**src/verilog/video_defs.svh**
```systemverilog
`ifndef VIDEO_DEFS_SVH
`define VIDEO_DEFS_SVH

// Visible area in screen pixels
`define FRAME_W 640
`define FRAME_H 400

// One stored word covers a SCALE by SCALE block
`define SCALE 4
`define FRAME_WORDS_W (`FRAME_W / `SCALE)
`define FRAME_WORDS_H (`FRAME_H / `SCALE)
`define FRAME_WORDS (`FRAME_WORDS_W * `FRAME_WORDS_H)
`define FRAME_ADDR_BITS 14

// Horizontal porches
`define H_FP 16
`define H_SYNC 96
`define H_BP 48

// Vertical padding and porches, padding on both sides of the picture
`define V_PAD 40
`define V_FP 10
`define V_SYNC 2
`define V_BP 33

`define LINE_CYCLES (`FRAME_W + `H_FP + `H_SYNC + `H_BP)
`define FRAME_LINES (`FRAME_H + `V_PAD + `V_FP + `V_SYNC + `V_BP + `V_PAD)

`define X_BITS 10
`define Y_BITS 10

// Bus address layout
`define BUS_ADDR_BITS 15
`define FRAME_SEL_BIT 14
`define ADDR_V_BLANK 16

`define BORDER_COLOR 6'b011111

`endif
```
**src/verilog/video_pkg.sv**
```systemverilog
`default_nettype none

`include "video_defs.svh"

package video_pkg;

	typedef struct packed {
		logic [5:0] red;
		logic [5:0] green;
		logic [5:0] blue;
	} rgb666_t;

	typedef struct packed {
		logic [`X_BITS-1:0] x;
		logic [`Y_BITS-1:0] y;
	} beam_pos_t;

	// Blank and sync bit 0 is horizontal, bit 1 vertical
	typedef struct packed {
		rgb666_t    color;
		logic [1:0] blank;
		logic [1:0] sync;
	} video_out_t;

endpackage

`default_nettype wire

```
**src/verilog/beam_scanout.sv**
```systemverilog
`default_nettype none

`include "video_defs.svh"

module beam_scanout (
	input wire clock,
	input wire reset_i,
	input wire video_pkg::beam_pos_t beam_i,
	input wire [1:0] blank_i,
	input wire [1:0] sync_i,
	output logic [`FRAME_ADDR_BITS-1:0] frame_addr_o,
	input wire video_pkg::rgb666_t frame_pixel_i,
	output video_pkg::video_out_t video_o
);

	logic       border;
	logic       border_q;
	logic [1:0] blank_q;
	logic [1:0] sync_q;
	logic       live_q;

	// Word address of the 4x4 block under the beam
	assign frame_addr_o = `FRAME_ADDR_BITS'(
		`FRAME_WORDS_W * (beam_i.y / `SCALE) + beam_i.x / `SCALE);

	assign border = beam_i.x == '0
		|| beam_i.y == '0
		|| beam_i.x == `X_BITS'(`FRAME_W - 1)
		|| beam_i.y == `Y_BITS'(`FRAME_H - 1);

	// Aligned with the one cycle frame read
	always_ff @(posedge clock) begin
		if (reset_i) begin
			blank_q <= '0;
			sync_q <= '0;
			border_q <= 1'b0;
			live_q <= 1'b0;
		end else begin
			blank_q <= blank_i;
			sync_q <= sync_i;
			border_q <= border;
			live_q <= 1'b1;
		end
	end

	always_comb begin
		video_o.blank = blank_q;
		video_o.sync = sync_q;
		if (!live_q || blank_q != 2'b00) begin
			video_o.color = '0;
		end else if (border_q) begin
			video_o.color.red = `BORDER_COLOR;
			video_o.color.green = `BORDER_COLOR;
			video_o.color.blue = `BORDER_COLOR;
		end else begin
			video_o.color = frame_pixel_i;
		end
	end

endmodule

`default_nettype wire

```
**config.mk**
```make
export PLATFORM = sky130hd
export DESIGN_NAME = beam_scanout
export DESIGN_NICKNAME = d
export VERILOG_FILES = /design/src/verilog/video_pkg.sv /design/src/verilog/beam_scanout.sv
export VERILOG_INCLUDE_DIRS = /design/src /design/src/verilog
export SDC_FILE = /design/constraint.sdc
export NUM_CORES = 1
export LEC_CHECK = 0
export BUFFER_PORTS_ARGS = -buffer_cell sky130_fd_sc_hd__buf_2
export CORE_MARGIN = 2
export CORE_UTILIZATION = 37
export CTS_CLUSTER_DIAMETER = 120
export DETAILED_ROUTE_END_ITERATION = 12
export PLACE_DENSITY = 0.8
export SLEW_MARGIN = 40
export SYNTH_ARGS = -nofsm -noshare
export SYNTH_HDL_FRONTEND = slang
export SYNTH_SLANG_ARGS = --single-unit
export TNS_END_PERCENT = 10
```
**constraint.sdc**
```tcl
create_clock -name clock -period 2.8 [get_ports clock]
set_clock_uncertainty 0.2 [all_clocks]
set_input_delay 0.28 -clock clock [delete_from_list [all_inputs] [get_ports clock]]
set_output_delay 0.28 -clock clock [all_outputs]
set_load 0.01 [all_outputs]
```
==> impl_metrics.json <==
{
  "status": "finished, final reports clean",
  "vias_per_cell": 4.82,
  "fp.dieW_um": 52.2,
  "syn_avg_cell_area_um2": 8.77,
  "drc": 0,
  "first_pass_iters": 4,
  "hpwl_um": 2140,
  "min_from": "sync_i[0]",
  "leakage_nw": 0.753,
  "cts_tree": "built",
  "yosysWarnings": 0,
  "rsz0062_at_grt": "no",
  "crit_type": "in2out",
  "die_area_um2": 2720,
  "p_sw_frac": 0.369,
  "grt_max_degree": 19,
  "hold_path.class": "in2reg",
  "die_h_um": 52.2,
  "hold_depth": 2,
  "p_per_area_nw_per_um2": 335,
  "grt_pass1_wl_um": 4100,
  "wirelength_um": 2610,
  "fmax_mhz": 372,
  "synth-seq-cells": 6,
  "endpoint_kind": "primary output",
  "synth_cell_types": 27,
  "worst_pin_slew_ns": 0.615,
  "p_seq_frac": 0.199,
  "clk_pin_slew_ns": 0.04,
  "syn-num-nets": 158,
  "finalHoldViolCount": 0,
  "syn_area_um2": 860,
  "start_util": 0.389,
  "h-tree-depth": 1,
  "cts_hold_buf": 0,
  "fin_tns_setup_ns": 0,
  "p_comb_frac": 0.636,
  "final_common_cell": "buf_2",
  "cp_max_fo": 3,
  "diodes": 0,
  "slew_viol_final": 0,
  "antenna_found_initial": 0,
  "cts-root-buf": "clkbuf_4",
  "grt_pass1_vias": 1021,
  "place_congestion": 0.778,
  "net-switching-power_mw": 0.170,
  "ant_nets": 0,
  "wl_per_cell_um": 12.5,
  "fin_crit_sh": 0.961,
  "clkPwrFrac": 0.165,
  "clock-sinks": 6,
  "ir_worst_vdd_mv": 0.263,
  "num_vias": 1008,
  "maxCapViolCount": 0,
  "coreArea_um2": 2210,
  "syn_inst": 98,
  "fin_crit_ns": 2.69,
  "setup_viol": 0,
  "worst_hold_path.endpoint": "sync_q[0]$_SDFF_PP0_",
  "num_io_pins": 80,
  "seq_area_frac_synth": 0.140,
  "cp-start-kind": "input port",
  "p_int_mw": 0.292,
  "layoutNonFillerInstCount": 209,
  "final_cell_mix": "buf_2 (79), o21a_1 (16), ha_1 (11), buf_4 (9), nor2_1 (7)",
  "drive_gt1_frac": 0.547,
  "crit_arrival_ns": 2.21,
  "critical_path_required_ns": 2.32,
  "io_buffers": 79,
  "area_growth_pct": 60.6,
  "placedCellCount": 205,
  "nets": 243,
  "slew_headroom": 0.590,
  "row_count": 17,
  "grt-ovfl-total": 0,
  "clockBufferDepth": 2,
  "grt_use_total": 0.192,
  "cts_made_buffers": 3,
  "initialDrtViolationCount": 9
}
==> worst max path at each step <==
stage,from,to
2_1_floorplan,beam_i[3],frame_addr_o[13]
4_1_cts,beam_i[3],frame_addr_o[13]
5_1_grt,beam_i[4],frame_addr_o[13]
6_report,beam_i[4],frame_addr_o[13]
3_5_place_dp,beam_i[3],frame_addr_o[13]
3_3_place_gp,beam_i[3],frame_addr_o[13]
==> layout make-up <==
| type | instances | area [µm²] |
|---|---|---|
| Clock buffer | 3 | 22.5 |
| Tap cell | 28 | 35.0 |
| Multi-Input combinational cell | 83 | 736 |
| Sequential cell | 6 | 120 |
| Fill cell | 195 | 832 |
| Timing Repair Buffer | 88 | 463 |
| Inverter | 1 | 3.75 |
==> Yosys cell counts <==
library cell   n  share of area
a21oi_1        4          0.023
and3b_1        3          0.031
nor3_1         2          0.012
o21ai_0        1         0.0058
nand4b_1       1          0.010
clkbuf_1       3          0.013
o21a_1        16           0.14
xor2_1         3          0.031
xnor2_1        6          0.061
nand2_1        4          0.017
a21o_1         3          0.026
nor4_1         3          0.022
a211oi_2       1          0.015
nand3b_1       1         0.0087
nor2_1         7          0.031
nand4_1        3          0.022
nor3b_2        1          0.015
or3_1          1         0.0073
buf_4          5          0.044
ha_1          14           0.20
nor2b_1        4          0.029
a211oi_1       1         0.0087
or4_1          1         0.0087
xnor3_1        1          0.026
fa_1           2          0.047
dfxtp_1        6           0.14
inv_1          1         0.0044
==> what timing repair did <==
item                                    in CTS  in global routing
pin swaps                                    4                  6
buffers inserted                             1                  0
endpoints found under the setup margin       1                  2
gates cloned                                 0                  0
endpoints found under the hold margin        0                  0
resized for setup                            3                  3
==> state kept, by name, indices dropped and copies added, names as in the netlist <==
| name | flops |
|---|---|
| sync_q | 2 |
| blank_q | 2 |
| live_q | 1 |
| border_q | 1 |
==> kinds of logic (layout without fill, tap and decap cells) <==
| logic type | after synthesis | after routing | synth area share |
|---|---|---|---|
| AOI/OAI and AO/OA | 26 | 26 | 0.218 |
| xor gates and xnor gates | 10 | 10 | 0.118 |
| adders and majority gates | 16 | 16 | 0.250 |
| buffers and inverters | 9 | 92 | 0.0611 |
| DFF | 6 | 6 | 0.140 |
| and+or+nand+nor | 31 | 31 | 0.213 |
==> metrics by stage <==
step / area, µm² / power, mW / hold slack [ns] / utilization / setup slack, ns
2_1_floorplan: 860 / 0.249 / 0.137 / - / 0.144
3_3_place_gp: 1300 / 0.361 / 0.291 / 0.588 / -0.0488
3_5_place_dp: 1300 / 0.368 / 0.295 / 0.588 / -0.0913
4_1_cts: 1340 / 0.457 / 0.0448 / 0.606 / 0.0589
5_1_grt: 1380 / 0.504 / 0.0462 / 0.624 / 0.00767
6_report: 1380 / 0.462 / 0.0485 / 0.624 / 0.109
==> power by group through the flow <==
stage | clock network (mW) | registers, mW | logic (mW)
floorplan | 0 | 0.0942 | 0.155
global placement | 0 | 0.0926 | 0.269
global route | 0.0888 | 0.0921 | 0.323
detailed placement | 0 | 0.0929 | 0.276
finish | 0.0765 | 0.0919 | 0.294
CTS | 0.0811 | 0.0914 | 0.284
==> routing by layer <==
| layer | global-route usage | wire length [µm] |
|---|---|---|
| met5 | 0 | 0 |
| met3 | 0.0314 | 233 |
| met1 | 0.200 | 1030 |
| met4 | 0.0513 | 21 |
| met2 | 0.388 | 1330 |
==> critical path, stage by stage <==
cell and delay, ns:
buf_2 0.13, ha_1 0.34, fa_2 0.44, a211oi_2 0.18
nor2_1 0.07, xor2_1 0.18, nand3b_1 0.10, xnor3_1 0.35
buf_2 0.14
Power figures use the tool's default switching activity.
