### src/verilog/video_defs.svh
`ifndef VIDEO_DEFS_SVH
`define VIDEO_DEFS_SVH

// Visible area in screen pixels
`define FRAME_W 640
`define FRAME_H 400

// One stored word covers a SCALE by SCALE block
`define SCALE 4
`define FRAME_WORDS_W (`FRAME_W / `SCALE)
`define FRAME_WORDS_H (`FRAME_H / `SCALE)
`define FRAME_WORDS (`FRAME_WORDS_W * `FRAME_WORDS_H)
`define FRAME_ADDR_BITS 14

// Horizontal porches
`define H_FP 16
`define H_SYNC 96
`define H_BP 48

// Vertical padding and porches, padding on both sides of the picture
`define V_PAD 40
`define V_FP 10
`define V_SYNC 2
`define V_BP 33

`define LINE_CYCLES (`FRAME_W + `H_FP + `H_SYNC + `H_BP)
`define FRAME_LINES (`FRAME_H + `V_PAD + `V_FP + `V_SYNC + `V_BP + `V_PAD)

`define X_BITS 10
`define Y_BITS 10

// Bus address layout
`define BUS_ADDR_BITS 15
`define FRAME_SEL_BIT 14
`define ADDR_V_BLANK 16

`define BORDER_COLOR 6'b011111

`endif
### src/verilog/video_pkg.sv
`default_nettype none

`include "video_defs.svh"

package video_pkg;

	typedef struct packed {
		logic [5:0] red;
		logic [5:0] green;
		logic [5:0] blue;
	} rgb666_t;

	typedef struct packed {
		logic [`X_BITS-1:0] x;
		logic [`Y_BITS-1:0] y;
	} beam_pos_t;

	// Blank and sync bit 0 is horizontal, bit 1 vertical
	typedef struct packed {
		rgb666_t    color;
		logic [1:0] blank;
		logic [1:0] sync;
	} video_out_t;

endpackage

`default_nettype wire

### src/verilog/video_timing.sv
`default_nettype none

`include "video_defs.svh"

module video_timing (
	input wire clock,
	input wire reset_i,
	output video_pkg::beam_pos_t beam_o,
	output logic [1:0] blank_o,
	output logic [1:0] sync_o
);

	logic x_last;
	logic y_last;

	assign x_last = beam_o.x == `X_BITS'(`LINE_CYCLES - 1);
	assign y_last = beam_o.y == `Y_BITS'(`FRAME_LINES - 1);

	always_ff @(posedge clock) begin
		if (reset_i) begin
			beam_o <= '0;
		end else if (x_last) begin
			beam_o.x <= '0;
			if (y_last) begin
				beam_o.y <= '0;
			end else begin
				beam_o.y <= beam_o.y + 1'b1;
			end
		end else begin
			beam_o.x <= beam_o.x + 1'b1;
		end
	end

	assign blank_o[0] = beam_o.x >= `X_BITS'(`FRAME_W);
	assign blank_o[1] = beam_o.y >= `Y_BITS'(`FRAME_H);

	// Sync pulses sit after the front porch
	assign sync_o[0] = beam_o.x >= `X_BITS'(`FRAME_W + `H_FP)
		&& beam_o.x < `X_BITS'(`FRAME_W + `H_FP + `H_SYNC);
	assign sync_o[1] = beam_o.y >= `Y_BITS'(`FRAME_H + `V_PAD + `V_FP)
		&& beam_o.y < `Y_BITS'(`FRAME_H + `V_PAD + `V_FP + `V_SYNC);

endmodule

`default_nettype wire

### config.mk
export PLATFORM = sky130hd
export DESIGN_NAME = video_timing
export DESIGN_NICKNAME = d
export VERILOG_FILES = /design/src/verilog/video_pkg.sv /design/src/verilog/video_timing.sv
export VERILOG_INCLUDE_DIRS = /design/src /design/src/verilog
export SDC_FILE = /design/constraint.sdc
export NUM_CORES = 1
export LEC_CHECK = 0
export ABC_AREA = 1
export BUFFER_PORTS_ARGS = -buffer_cell sky130_fd_sc_hd__buf_2
export CORE_MARGIN = 2
export CORE_UTILIZATION = 53
export DETAILED_ROUTE_END_ITERATION = 10
export GPL_TIMING_DRIVEN = 0
export PLACE_DENSITY = 0.81
export SYNTH_ARGS = -nofsm -noshare
export SYNTH_HDL_FRONTEND = slang
export SYNTH_SLANG_ARGS = --single-unit
### constraint.sdc
create_clock -name clock -period 1.9 [get_ports clock]
set_clock_uncertainty 0.15 [all_clocks]
set_input_delay 0.285 -clock clock [delete_from_list [all_inputs] [get_ports clock]]
set_output_delay 0.285 -clock clock [all_outputs]
set_load 0.1 [all_outputs]
==> results.md, run 1 <==
- Status: finished, final reports clean
- Post-DR vias/cell: 5.22
- Worst-margin pin slew: 0.490 ns
- Startpoint types: flip-flop
- Rows: 17
- Synth Warn #: 0
- Synth top area cells: dfxtp_1 33%, nand2_1 13%, nor2_1 11%, inv_1 8.0%, nand3_1 5.3%
- Slew headroom: 0.675
- Largest net degree at the start of global routing: 12
- Port bufs: 25
- CP max FO: 6
- Die W: 52.1 um
- Seq/Total Area, Yosys: 0.327
- Final hold violation count: 0
- Area Overhead vs Synth: 27.8%
- Area share of the largest cell type after synthesis: 0.327
- Clock Sinks: 20
- GPL Wtd Cong: 0.962
- Crit share post-route: 0.967
- CP Capture Type: output port
- Max-Cap Viols: 0
- Static Leak: 0.000678 uW
- Largest regs: beam_o: 20 flops
- Initial antenna violation count: 0
- Post-synthesis register bit count: 20
- Arr. time, crit path: 1.40 ns
- DR DRC count: 0
- First-pass iteration count of the detailed router: 5
- Post-CTS setup buffers: 0
- CTS root buf: clkbuf_4
- Area taken by flip-flops and latches: 458 sq um
- Global-route wire length before repair: 4710 um
- Post-Synthesis Cells: 184
- Share of cells above drive strength 1: 0.380
- Crit path kind: reg -> out
- I/O pins: 26
- Vias in the first global route: 1114
- Min Tclk post-route: 1.84 ns
- First DRT Iteration DRCs: 53
- Clk_lat worst skew: 0.31 ns
- Final Max Slew Viols: 0
- Vias: 1259
- Setup violators final: 0
- Final core utilization: 0.714
- Detail Route Antenna Nets: 0
- Type of the worst min-delay path: in -> reg
- Final net count: 220
- Syn_nets: 190
- H-Tree Depth: 1
- Required time worst endpoint: 1.46 ns
- TritonCTS clock tree: yes
- Total die area: 2710 sq um
- Area leader, netlist: dfxtp_1
- Distinct cells, synth: 24
- Drt wl/cell: 11.7 um
- Max IR drop VDD: 0.475 mV
- Biggest register: beam_o
- Worst-path clk slew: 0.11 ns
- Num CTS Buffers: 3
- Setup TNS: 0 ns
- HPWL after DPL: 2210 um
- GR Overflow Total: 0
- Die Height: 52.1 um
- Avg Cell Area, Syn: 6.66 sq um
- Multi-input combinational cell area: 779 sq um
- GRT Overall Usage: 0.236
- Fmax: 0.544 GHz
- Mapped Area: 1220 sq um
- Clock Path Buffers: 2
- Core area: 2190 sq um
- Unrepaired setup endpoints after global routing: no
- Hold_buf cts: 0
- N_diodes: 0
- Fillers: 172
- Initial Util: 0.559
- Pwr/cell area: 475 nW/um^2
- Max reg flops: 20
- Pre-CTS WS: 0.233 ns
- Final WL: 2820 um
- Fin worst setup slack: 0.0625 ns
through the flow:
stage	hold WS, ns	power (uW)	std cells	cell area, sq um
final	0.0395	743	241	1570
after CTS	0.0209	758	241	1560
after floorplan	0.194	484	184	1350
after detailed placement	0.298	497	237	1510
after global placement	0.295	495	237	1510
after global routing	0.0338	775	241	1570
final cells by class:
| cell class | count | area share |
|---|---|---|
| timing repair buffer | 25 | 0.0895 |
| multi-input combinational | 135 | 0.498 |
| tap | 28 | 0.0224 |
| inverter | 29 | 0.0743 |
| clock buffer | 4 | 0.0232 |
| sequential | 20 | 0.293 |
power breakdown:
part,leakage (uW),total (uW),internal (uW),switching (uW)
Clock,0.0000210,257,117,139
Combinational,0.000481,71.2,13.3,57.9
Sequential,0.000175,415,408,7.85
Total,0.000678,743,538,205
Yosys cell counts (all sizes together):
cell type and n:
xor2 2, ha 4, a211oi 1, nor4 1, nor3 3, o21ai 4
nand2 46, nor2 42, nor3b 2, o21bai 1, dfxtp 20, nand3 15
a21oi 7, nand4 7, inv 29
layer usage:
layer / global-route usage / vias up / part of all wire
met2: 0.395 / 43 / 0.48
met1: 0.280 / 564 / 0.44
met4: 0.127 / 0 / 0.017
li1: - / 647 / -
met5: 0 / - / 0
met3: 0.0489 / 5 / 0.060
cell families (layout without fill, tap and decap cells):
| group | count (synthesis) | in the layout | synth area share |
|---|---|---|---|
| xor gates and xnor gates | 2 | 2 | 0.0143 |
| DFF | 20 | 20 | 0.327 |
| adders and majority gates | 4 | 4 | 0.0409 |
| buffers and inverters | 29 | 58 | 0.0889 |
| AOI/OAI and AO/OA | 13 | 13 | 0.0633 |
| and+or+nand+nor | 116 | 116 | 0.466 |
layout by cell type, fill, tap and decap left out, drive strengths merged:
cell,n
a211oi,1
a21oi,7
buf,25
clkbuf,4
dfxtp,20
ha,4
inv,29
nand2,46
nand3,15
nand4,7
nor2,42
nor3,3
nor3b,2
nor4,1
o21ai,4
o21bai,1
xor2,2
worst max-delay path: stages, from the launching register on:
cell and delay (ns):
dfxtp_4 0.42, inv_4 0.06, a21oi_4 0.16, nand3_2 0.11
a21oi_4 0.12, buf_6 0.23
worst paths after layout:
check	from	to	slack, ns	cells after the start
setup reg to reg	beam_o[10]	beam_o[6]	0.28	8
setup / recovery	beam_o[17]	sync_o[0]	0.06	5
hold / removal	reset_i	beam_o[8]	0.04	2
hold reg to reg	beam_o[10]	beam_o[10]	0.32	1
what timing repair did:
| item | 4_1_cts | 5_1_grt |
|---|---|---|
| cloned | 0 | 0 |
| resized for setup | 4 | 1 |
| hold endpoints to repair | 0 | 0 |
| setup endpoints to repair | 3 | 1 |
No activity file was read; power rests on OpenSTA's default activity.
==> inputs of run 2 (changes only) <==
--- a/config.mk
+++ b/config.mk
@@ -7,12 +7,13 @@
 export NUM_CORES = 1
 export LEC_CHECK = 0
 export ABC_AREA = 1
-export BUFFER_PORTS_ARGS = -buffer_cell sky130_fd_sc_hd__buf_2
+export BUFFER_PORTS_ARGS = -buffer_cell sky130_fd_sc_hd__clkbuf_2
 export CORE_MARGIN = 2
 export CORE_UTILIZATION = 53
 export DETAILED_ROUTE_END_ITERATION = 10
 export GPL_TIMING_DRIVEN = 0
 export PLACE_DENSITY = 0.81
+export RECOVER_POWER = 100
 export SYNTH_ARGS = -nofsm -noshare
 export SYNTH_HDL_FRONTEND = slang
 export SYNTH_SLANG_ARGS = --single-unit
==> run 2 against run 1 <==
- sequential cell count unchanged
- maximum frequency down 1.4%
- first-iteration DRC count down 36%
- cell count unchanged
- design area down 1.3%
- register-to-register slack worse by 0.15 ns
- setup slack worse by 0.025 ns
- global-route usage up 1.3 points
- clock-buffer cell count unchanged
- combinational power about the same
==> results.md, run 2 (synthesis gave the netlist of run 1 again) <==
- Clock Path Buffers: 2 (unchanged)
- Die Height: 52.1 um (unchanged)
- Final Max Slew Viols: 0 (unchanged)
- Die W: 52.1 um (unchanged)
- Initial antenna violation count: 0 (unchanged)
- Detail Route Antenna Nets: 0 (unchanged)
- Min Tclk post-route: 1.86 ns (was 1.84 ns)
- TritonCTS clock tree: yes (unchanged)
- Rows: 17 (unchanged)
- Type of the worst min-delay path: in -> reg (unchanged)
- Crit path kind: reg -> out (unchanged)
- Placed cell area: 1510 sq um (unchanged)
- Area taken by flip-flops and latches: 443 sq um (was 458 sq um)
- CP Capture Type: output port (unchanged)
- Worst-margin pin slew: 0.542 ns (was 0.490 ns)
- Max IR drop VDD: 0.508 mV (was 0.475 mV)
- Pwr/cell area: 524 nW/um^2 (was 475 nW/um^2)
- Core area: 2190 sq um (unchanged)
- Vias: 1264 (was 1259)
- Port bufs: 25 (unchanged)
- Setup TNS: 0 ns (unchanged)
- Worst-path clk slew: 0.13 ns (was 0.11 ns)
- GR Overflow Total: 0 (unchanged)
- GPL Wtd Cong: 0.962 (about the same)
- Multi-input combinational cell area: 757 sq um (was 779 sq um)
- H-Tree Depth: 1 (unchanged)
- Static Leak: 0.000662 uW (was 0.000678 uW)
- Finished layout cell area: 1550 sq um (was 1570 sq um)
- Required time worst endpoint: 1.46 ns (about the same)
- Vias in the first global route: 1126 (was 1114)
- First DRT Iteration DRCs: 34 (was 53)
- Drt wl/cell: 12.1 um (was 11.7 um)
- Commonest cells after routing, fill and taps aside: 41 x nand2_1, 37 x nor2_1, 22 x clkbuf_2 (was 41 x nand2_1, 35 x nor2_1, 22 x buf_2)
- Most common cell after layout, fill and taps aside: nand2_1 (unchanged)
- Final net count: 220 (unchanged)
- Biggest register: beam_o (unchanged)
- Total die area: 2710 sq um (unchanged)
- Num CTS Buffers: 3 (unchanged)
- Unrepaired setup endpoints after global routing: no (unchanged)
- Fillers: 192 (was 172)
- Post-DR vias/cell: 5.24 (was 5.22)
- GRT Overall Usage: 0.249 (was 0.236)
- Largest net degree at the start of global routing: 13 (was 12)
- Crit. Startpoint: beam_o[18] (was beam_o[17])
- Max reg flops: 20 (unchanged)
- Arr. time, crit path: 1.43 ns (was 1.40 ns)
- Final hold violation count: 0 (unchanged)
- DR DRC count: 0 (unchanged)
- Initial Util: 0.559 (unchanged)
- Area Overhead vs Synth: 26.1% (was 27.8%)
- Global-route wire length before repair: 4920 um (was 4710 um)
- RR Startpoint: beam_o[10] (unchanged)
- CTS root buf: clkbuf_4 (unchanged)
- I/O pins: 26 (unchanged)
- Max-Cap Viols: 0 (unchanged)
- HPWL after DPL: 2100 um (was 2210 um)
- Fmax: 0.537 GHz (was 0.544 GHz)
- Clock Sinks: 20 (unchanged)
- Startpoint types: flip-flop (unchanged)
- First-pass iteration count of the detailed router: 4 (was 5)
- Slew headroom: 0.640 (was 0.675)
- Status: finished, final reports clean (unchanged)
- Final WL: 2920 um (was 2820 um)
- Setup violators final: 0 (unchanged)
- N_diodes: 0 (unchanged)
- CP max FO: 5 (was 6)
- Crit share post-route: 0.980 (was 0.967)
- Share of cells above drive strength 1: 0.338 (was 0.380)
- Hold path startpoint: reset_i (unchanged)
- Pwr Total: 810 uW (was 743 uW)
- Clk_lat worst skew: 0.33 ns (was 0.31 ns)
- Largest regs: beam_o: 20 flops (unchanged)
## run 2: routing by layer
| metal | up-vias | global-route usage | routed length [um] |
|---|---|---|---|
| li1 | 650 | - | - |
| met1 | 567 | 0.320 | 1330 |
| met2 | 41 | 0.407 | 1370 |
| met3 | 6 | 0.0345 | 154 |
| met4 | 0 | 0.118 | 61 |
| met5 | - | 0 | 0 |
## run 2: timing repair
action / CTS / global route
resized for setup: 5 / 1
setup endpoints to repair: 3 / 1
hold buffers: 0 / 0
hold endpoints to repair: 0 / 0
buffers inserted: 0 / 0
## run 2: where the power goes
group	switching [uW]	internal, uW	total, uW
Sequential	7.70	412	420
Combinational	58.2	13.0	71.2
Clock	159	161	320
## run 2: through the flow
| stage | hold slack [ns] | cells | util | setup slack (ns) |
|---|---|---|---|---|
| 2_1_floorplan | 0.194 | 184 | - | -0.524 |
| 3_3_place_gp | 0.296 | 237 | 0.691 | 0.228 |
| 3_5_place_dp | 0.300 | 237 | 0.691 | 0.215 |
| 4_1_cts | 0.0404 | 241 | 0.722 | 0.0516 |
| 5_1_grt | 0.0521 | 241 | 0.705 | 0.00304 |
| 6_report | 0.0391 | 241 | 0.705 | 0.0373 |
## run 2: final cells by class
cell class,instances,area share
clock buffer,4,0.0308
multi-input combinational,135,0.490
tap,28,0.0227
inverter,29,0.0753
sequential,20,0.287
timing repair buffer,25,0.0947
## run 2: final timing paths
path	to	slack, ns	cells past startpoint
max	blank_o[0]	0.04	3
min	beam_o[8]	0.04	2
max reg2reg	beam_o[9]	0.13	8
min reg2reg	beam_o[10]	0.32	1
## run 2: worst max-delay path, cell delays in order, from the launching register on
cell and delay (ns):
dfxtp_4 0.42, inv_4 0.06, a21oi_2 0.15, clkbuf_2 0.48
