File: src/verilog/video_defs.svh
`ifndef VIDEO_DEFS_SVH
`define VIDEO_DEFS_SVH

// Visible area in screen pixels
`define FRAME_W 640
`define FRAME_H 400

// One stored word covers a SCALE by SCALE block
`define SCALE 4
`define FRAME_WORDS_W (`FRAME_W / `SCALE)
`define FRAME_WORDS_H (`FRAME_H / `SCALE)
`define FRAME_WORDS (`FRAME_WORDS_W * `FRAME_WORDS_H)
`define FRAME_ADDR_BITS 14

// Horizontal porches
`define H_FP 16
`define H_SYNC 96
`define H_BP 48

// Vertical padding and porches, padding on both sides of the picture
`define V_PAD 40
`define V_FP 10
`define V_SYNC 2
`define V_BP 33

`define LINE_CYCLES (`FRAME_W + `H_FP + `H_SYNC + `H_BP)
`define FRAME_LINES (`FRAME_H + `V_PAD + `V_FP + `V_SYNC + `V_BP + `V_PAD)

`define X_BITS 10
`define Y_BITS 10

// Bus address layout
`define BUS_ADDR_BITS 15
`define FRAME_SEL_BIT 14
`define ADDR_V_BLANK 16

`define BORDER_COLOR 6'b011111

`endif
File: src/verilog/bus_pkg.sv
`default_nettype none

`include "video_defs.svh"

package bus_pkg;

	// Colour channel in the low bits of a byte lane
	typedef struct packed {
		logic [1:0] unused;
		logic [5:0] channel;
	} bus_byte_t;

	typedef struct packed {
		bus_byte_t red;
		bus_byte_t green;
		bus_byte_t blue;
	} bus_bytes_t;

	typedef union packed {
		logic [23:0] raw;
		bus_bytes_t  bytes;
	} bus_word_u;

	// Select bit 2 is red, bit 1 green, bit 0 blue
	typedef struct packed {
		logic [`BUS_ADDR_BITS-1:0] addr;
		bus_word_u                 wdata;
		logic [2:0]                select;
		logic                      write;
		logic                      strobe;
	} bus_req_t;

	typedef struct packed {
		bus_word_u rdata;
		logic      ack;
	} bus_rsp_t;

endpackage

`default_nettype wire

File: src/verilog/video_pkg.sv
`default_nettype none

`include "video_defs.svh"

package video_pkg;

	typedef struct packed {
		logic [5:0] red;
		logic [5:0] green;
		logic [5:0] blue;
	} rgb666_t;

	typedef struct packed {
		logic [`X_BITS-1:0] x;
		logic [`Y_BITS-1:0] y;
	} beam_pos_t;

	// Blank and sync bit 0 is horizontal, bit 1 vertical
	typedef struct packed {
		rgb666_t    color;
		logic [1:0] blank;
		logic [1:0] sync;
	} video_out_t;

endpackage

`default_nettype wire

File: src/verilog/bus_decoder.sv
`default_nettype none

`include "video_defs.svh"

module bus_decoder (
	input wire clock,
	input wire reset_i,
	input wire bus_pkg::bus_req_t bus_req_i,
	output bus_pkg::bus_rsp_t bus_rsp_o,
	input wire v_blank_i,

	// Frame buffer port
	output logic frame_strobe_o,
	output logic frame_write_o,
	output logic [2:0] frame_select_o,
	output logic [`FRAME_ADDR_BITS-1:0] frame_addr_o,
	output video_pkg::rgb666_t frame_pixel_o,
	input wire video_pkg::rgb666_t frame_pixel_i
);

	logic to_frame;
	logic to_v_blank;
	logic ack_q;
	logic from_frame;
	logic from_v_blank;
	logic v_blank_q;
	bus_pkg::bus_word_u frame_word;
	bus_pkg::bus_word_u status_word;

	assign to_frame = bus_req_i.addr[`FRAME_SEL_BIT];
	assign to_v_blank = bus_req_i.addr == `BUS_ADDR_BITS'(`ADDR_V_BLANK);

	assign frame_strobe_o = bus_req_i.strobe && to_frame;
	assign frame_write_o = bus_req_i.write;
	assign frame_select_o = bus_req_i.select;
	assign frame_addr_o = bus_req_i.addr[`FRAME_ADDR_BITS-1:0];

	assign frame_pixel_o.red = bus_req_i.wdata.bytes.red.channel;
	assign frame_pixel_o.green = bus_req_i.wdata.bytes.green.channel;
	assign frame_pixel_o.blue = bus_req_i.wdata.bytes.blue.channel;

	// Source of next cycle's read data, cleared when idle
	always_ff @(posedge clock) begin
		if (reset_i) begin
			ack_q <= 1'b0;
			from_frame <= 1'b0;
			from_v_blank <= 1'b0;
		end else begin
			ack_q <= bus_req_i.strobe;
			from_frame <= bus_req_i.strobe && to_frame && !bus_req_i.write;
			from_v_blank <= bus_req_i.strobe && to_v_blank && !bus_req_i.write;
		end
	end

	always_ff @(posedge clock) begin
		if (bus_req_i.strobe) begin
			v_blank_q <= v_blank_i;
		end
	end

	always_comb begin
		frame_word = '0;
		frame_word.bytes.red.channel = frame_pixel_i.red;
		frame_word.bytes.green.channel = frame_pixel_i.green;
		frame_word.bytes.blue.channel = frame_pixel_i.blue;

		status_word = '0;
		status_word.raw[0] = v_blank_q;

		bus_rsp_o.ack = ack_q;
		bus_rsp_o.rdata.raw = (from_frame ? frame_word.raw : 24'd0)
			| (from_v_blank ? status_word.raw : 24'd0);
	end

endmodule

`default_nettype wire

File: config.mk
export PLATFORM = sky130hd
export DESIGN_NAME = bus_decoder
export DESIGN_NICKNAME = d
export VERILOG_FILES = /design/src/verilog/bus_pkg.sv /design/src/verilog/video_pkg.sv /design/src/verilog/bus_decoder.sv
export VERILOG_INCLUDE_DIRS = /design/src /design/src/verilog
export SDC_FILE = /design/constraint.sdc
export NUM_CORES = 1
export LEC_CHECK = 0
export BUFFER_PORTS_ARGS = -buffer_cell sky130_fd_sc_hd__buf_2
export CORE_AREA = 2 2 52 54
export DETAILED_ROUTE_END_ITERATION = 16
export DIE_AREA = 0 0 54 56
export PLACE_DENSITY = 0.78
export SYNTH_ARGS = -nofsm -noshare
export SYNTH_HDL_FRONTEND = slang
export SYNTH_SLANG_ARGS = --single-unit
File: constraint.sdc
create_clock -name clock -period 2.8 [get_ports clock]
set_clock_uncertainty 0.1 [all_clocks]
set_input_delay 0.7 -clock clock [delete_from_list [all_inputs] [get_ports clock]]
set_output_delay 0.7 -clock clock [all_outputs]
set_load 0.01 [all_outputs]
==> implementation parameters, run 1 <==
Parameter                              Value

Floorplanning
  # rows    18
  Starting density of the core    24.7%
  Die H    56 um
  Die Area    3020 um2
  Die span in x    54 um
  Number of top-level design ports    127
  Core region area    2430 um2

Worst setup path
  Top cell family by delay on the critical path    buffers and inverters
  Slowest-stage cell, CP    sky130_fd_sc_hd__a22o_1
  Arrival time worst endpoint    1150 ps
  Data required time at the worst endpoint    2000 ps
  Delay of the slowest critical-path stage    210 ps
  Crit path buffers/inverters    2
  CP Launch Point    frame_pixel_i[0]
  Crit Path Category    in -> out
  Kind of end point of the critical path    output port
  Startpoint types    input port
  Top fanout value on the critical path    1
  Crit path cell chain    buf_2, a22o_1, buf_2
  Most numerous cell on the critical path    sky130_fd_sc_hd__buf_2

Timing
  RSZ-0062 raised after global routing    false
  FMAX    0.513 GHz
  Setup TNS after final layout    0 ps
  Final count of pins violating max slew    0
  Ratio of final minimum period to clock period    69.6%
  Number of endpoints with negative hold slack in the final report    0
  Final setup vio count    0
  Final critical-path required period    1950 ps

Synthesis
  Seq/Total Area, Yosys    15.0%
  Mean instance size in the synthesized netlist    7.90 um2
  Cells after synthesis    76
  Count of distinct cell types in the synthesized netlist    15
  Ys Warns    0
  #FFs+latches synth    4
  Largest cells by area after synthesis    sky130_fd_sc_hd__buf_4 54%, sky130_fd_sc_hd__and2_1 19%, sky130_fd_sc_hd__dfxtp_1 10%
  Yosys top cell area share    53.8%
  Cell taking the most area after synthesis    sky130_fd_sc_hd__buf_4
  Syn Std Cell Area    601 um2

Global route
  Largest net degree at the start of global routing    19
  Overflow left after global routing    0
  Total global routing track utilization    9.41%
  Number of global-route vias before repair    487
  Wire length of the first global-routing pass    2.03 mm
  Initial antenna violation count    0

Routing
  Remaining antenna violation count after routing    0
  Via density per instance    3.94
  Routed wirelength normalized by instance count    11.2 um
  Violation count after the first detailed-route iteration    1
  Detailed-route via count    564
  # DRC    0
  First-pass iteration count of the detailed router    2
  Total length of routed wires    1.60 mm

Clock network
  Clock transition at path regs    40 ps
  TritonCTS sink count    4
  Postcts setup bufs    0
  Depth of the CTS H-tree    1
  Hold_buf cts    0
  CTS root buffer    sky130_fd_sc_hd__clkbuf_4
  Post-cts gate resize count    0
  TritonCTS clock tree    yes
  Maximum clock insertion buffer count    2
  Number of clock buffers inserted by TritonCTS    3

Finish
  Fill count    280
  Layout-stage area growth over the synthesis result    19.4%
  Number of nets in the layout    179
  Fraction of layout instances using a drive strength above 1    66.4%
  Final std cells w/o fill    143
  Most frequent cells in the layout    72 x sky130_fd_sc_hd__buf_2, 18 x sky130_fd_sc_hd__and2_1, 6 x sky130_fd_sc_hd__conb_1
  Final antenna diode count    0
  Most common cell after layout, fill and taps aside    sky130_fd_sc_hd__buf_2

Placed design
  Buffers added on ports    72
  GP Congestion    0.666
  Number of placed instances, taps included    139

Hold path
  Min-delay worst type    in -> reg
  Worst Hold Launch    reset_i

Power and ir drop
  Largest vdd supply drop    0.231 mV
  Total power draw    0.207 mW
  Leak    0.455 nW
  Power per cell area    289 nW/um2

Job
  Max capacitance violation total    0

Outcome
  Outcome    complete, no violations
flip-flops by register name, indices dropped and copies added, names as in the netlist:
register / cells
ack_q: 1
from_frame: 1
from_v_blank: 1
v_blank_q: 1
power by group:
group,switching [mW],total (mW),internal (mW)
combinational,0.0294,0.0627,0.0333
sequential,0.00183,0.0638,0.0620
clock,0.0268,0.0805,0.0537
worst paths after layout:
kind / to / slack [ps] / depth (start not counted)
max: bus_rsp_o[1] / 850 / 3
min: ack_q$_SDFF_PP0_ / 530 / 2
cell type report:
| type | instances | area (um2) | area share, % |
|---|---|---|---|
| well taps | 30 | 37.5 | 5.24 |
| flip-flops and latches | 4 | 90.1 | 12.6 |
| clock buffers | 4 | 26.3 | 3.66 |
| multi-input cells | 33 | 203 | 28.3 |
| repair buffers | 72 | 360 | 50.3 |
layer usage:
layer	up-vias	global-route usage (%)	share of wire (%)
li1	264	-	-
met1	231	7.13	28
met2	67	19.2	52
met3	2	3.23	19
met4	0	4.29	1.2
met5	-	0	0
metrics by stage:
stage | utilization (%) | instance area (um2) | setup WS, ps | hold WS (ps)
6_report | 29.5 | 717 | 850 | 533
2_1_floorplan | - | 619 | 1060 | 686
5_1_grt | 29.5 | 717 | 746 | 523
3_3_place_gp | 28.4 | 691 | 855 | 779
3_5_place_dp | 28.4 | 691 | 845 | 779
4_1_cts | 29.5 | 717 | 810 | 527
cells in the mapped netlist:
cell,instances
sky130_fd_sc_hd__buf_4,43
sky130_fd_sc_hd__nor2b_1,1
sky130_fd_sc_hd__and2_1,18
sky130_fd_sc_hd__and4_1,1
sky130_fd_sc_hd__clkbuf_1,1
sky130_fd_sc_hd__nor4b_1,1
sky130_fd_sc_hd__edfxtp_1,1
sky130_fd_sc_hd__nor3_1,1
sky130_fd_sc_hd__nor3b_1,1
sky130_fd_sc_hd__conb_1,1
sky130_fd_sc_hd__nor4_1,1
sky130_fd_sc_hd__and3b_1,1
sky130_fd_sc_hd__or4_1,1
sky130_fd_sc_hd__dfxtp_1,3
sky130_fd_sc_hd__a22o_1,1
kinds of logic (layout without fill, tap and decap cells):
group | after synthesis | after routing | synth area share, %
buffers and inverters | 44 | 76 | 54.4
AND/OR/NAND/NOR | 26 | 26 | 28.5
flip-flops | 4 | 4 | 15.0
other | 1 | 6 | 0.624
AO/OA/AOI/OAI | 1 | 1 | 1.46
Power figures use the tool's default switching activity.
==> inputs of run 2 (changes only) <==
- CORE_AREA: 2 2 52 54 -> 2 2 54 56
- DIE_AREA: 0 0 54 56 -> 0 0 56 58
- PLACE_DENSITY: 0.78 -> 0.73
- clock period: 2.8 -> 1.9 ns (I/O delays scaled with it)
==> run 2 against run 1 <==
Worst setup slack lost 630 ps. Combinational power rose by 47%. Clock power grew 42%. Largest cell class unchanged.
==> implementation parameters, run 2 (same netlist as run 1, synthesis figures left out) <==
Parameter                              Value

Routing
  Routed wirelength normalized by instance count    9.98 um (-11%)
  Remaining antenna violation count after routing    0 (unchanged)
  First-pass iteration count of the detailed router    2 (unchanged)
  Violation count after the first detailed-route iteration    8 (+7)
  # DRC    0 (unchanged)
  Total length of routed wires    1.44 mm (-10%)
  Via density per instance    4.04 (+2.5%)
  Detailed-route via count    582 (+3.2%)

Power and ir drop
  Largest vdd supply drop    0.388 mV (+68%)
  Leak    0.455 nW (unchanged)
  Power per cell area    418 nW/um2 (+45%)

Outcome
  Outcome    complete, no violations

Worst setup path
  Startpoint types    flip-flop
  Data required time at the worst endpoint    1320 ps (-680 ps)
  Kind of end point of the critical path    output port
  CP Launch Point    from_frame$_SDFF_PP0_
  Crit Path Category    reg -> out
  Arrival time worst endpoint    1100 ps (-50 ps)
  Crit path cell chain    and2_1, buf_2
  Slowest-stage cell, CP    sky130_fd_sc_hd__dfxtp_1
  Top fanout value on the critical path    18 (+17)
  Delay of the slowest critical-path stage    530 ps (+320 ps)

Hold path
  Worst Hold Launch    v_blank_i
  Min-delay worst type    in -> reg

Floorplanning
  # rows    19 (+1)
  Core region area    2660 um2 (+9.5%)
  Die Area    3250 um2 (+7.4%)
  Number of top-level design ports    127 (unchanged)
  Die H    58 um (+3.6%)
  Starting density of the core    22.6% (-2.1 points)
  Die span in x    56 um (+3.7%)

Timing
  RSZ-0062 raised after global routing    false
  Setup TNS after final layout    0 ps (unchanged)
  Ratio of final minimum period to clock period    88.3%
  Final setup vio count    0 (unchanged)
  FMAX    0.596 GHz
  Final critical-path required period    1680 ps
  Final count of pins violating max slew    0 (unchanged)
  Worst hold slack after final layout    320 ps (-214 ps)
  Number of endpoints with negative hold slack in the final report    0 (unchanged)

Clock network
  Depth of the CTS H-tree    1 (unchanged)
  TritonCTS sink count    4 (unchanged)
  Number of clock buffers inserted by TritonCTS    3 (unchanged)
  Clock transition at path regs    40 ps (about the same)
  Postcts setup bufs    0 (unchanged)
  TritonCTS clock tree    yes
  Post-cts gate resize count    0 (unchanged)
  CTS root buffer    sky130_fd_sc_hd__clkbuf_4
  Hold_buf cts    0 (unchanged)
  Maximum clock insertion buffer count    2 (unchanged)

Finish
  Number of nets in the layout    179 (unchanged)
  Layout-stage area growth over the synthesis result    19.6%
  Most frequent cells in the layout    72 x sky130_fd_sc_hd__buf_2, 18 x sky130_fd_sc_hd__and2_1, 6 x sky130_fd_sc_hd__conb_1
  Final antenna diode count    0 (unchanged)
  Fraction of layout instances using a drive strength above 1    66.4% (unchanged)
  Most common cell after layout, fill and taps aside    sky130_fd_sc_hd__buf_2

Global route
  Largest net degree at the start of global routing    19 (unchanged)
  Total global routing track utilization    8.38% (-1.0 points)
  Overflow left after global routing    0 (unchanged)
  Initial antenna violation count    0 (unchanged)
  Number of global-route vias before repair    524 (+7.6%)
  Wire length of the first global-routing pass    2.00 mm (-1.3%)

Job
  Max capacitance violation total    0 (unchanged)

Placed design
  GP Congestion    0.705 (+5.9%)
  Buffers added on ports    72 (unchanged)
  DP HPWL    1.28 mm
## run 2: cell counts in the layout (fill, tap and decap cells not counted)
No cell type changed its count.
## run 2: per-stage QoR
step                power [mW]  setup slack [ps]  area (um2)  utilization [%]  std cells
finish                   0.300               222         718             27.0        144
global route             0.328              41.8         718             27.0        144
CTS                      0.307               176         718             27.0        144
detailed placement       0.188               258         692             26.0        140
global placement         0.187               255         692             26.0        140
floorplan                0.202               422         619                -         81
## run 2: path summary, 6_finish.rpt
check                                 end  slack, ps  cells after the start
worst min-delay path  v_blank_q$_DFFE_PP_        320                      1
worst max-delay path        bus_rsp_o[18]        220                      2
## run 2: power by group
part           internal (mW)  switching (mW)
Combinational         0.0490          0.0433
Clock                 0.0788          0.0352
Sequential            0.0914         0.00227
## run 2: layout make-up
cell class	instances	area (um2)
clock buffer	4	26.3
fill	298	1940
multi-input combinational	33	203
sequential	4	90.1
tap	31	38.8
timing repair buffer	72	360
## run 2: worst max-delay path: cells and delay by family (launching register included)
family | cells | cell delay (ps)
AND/OR/NAND/NOR | 1 | 200
buffers and inverters | 1 | 130
flip-flops | 1 | 530
## run 2: layer usage
| metal | GRT usage (%) | wire length, um | share of wire (%) | vias up |
|---|---|---|---|---|
| li1 | - | - | - | 268 |
| met1 | 5.43 | 372 | 26 | 232 |
| met2 | 15.3 | 666 | 46 | 74 |
| met3 | 6.47 | 362 | 25 | 8 |
| met4 | 6.46 | 35 | 2.4 | 0 |
| met5 | 0 | 0 | 0 | - |
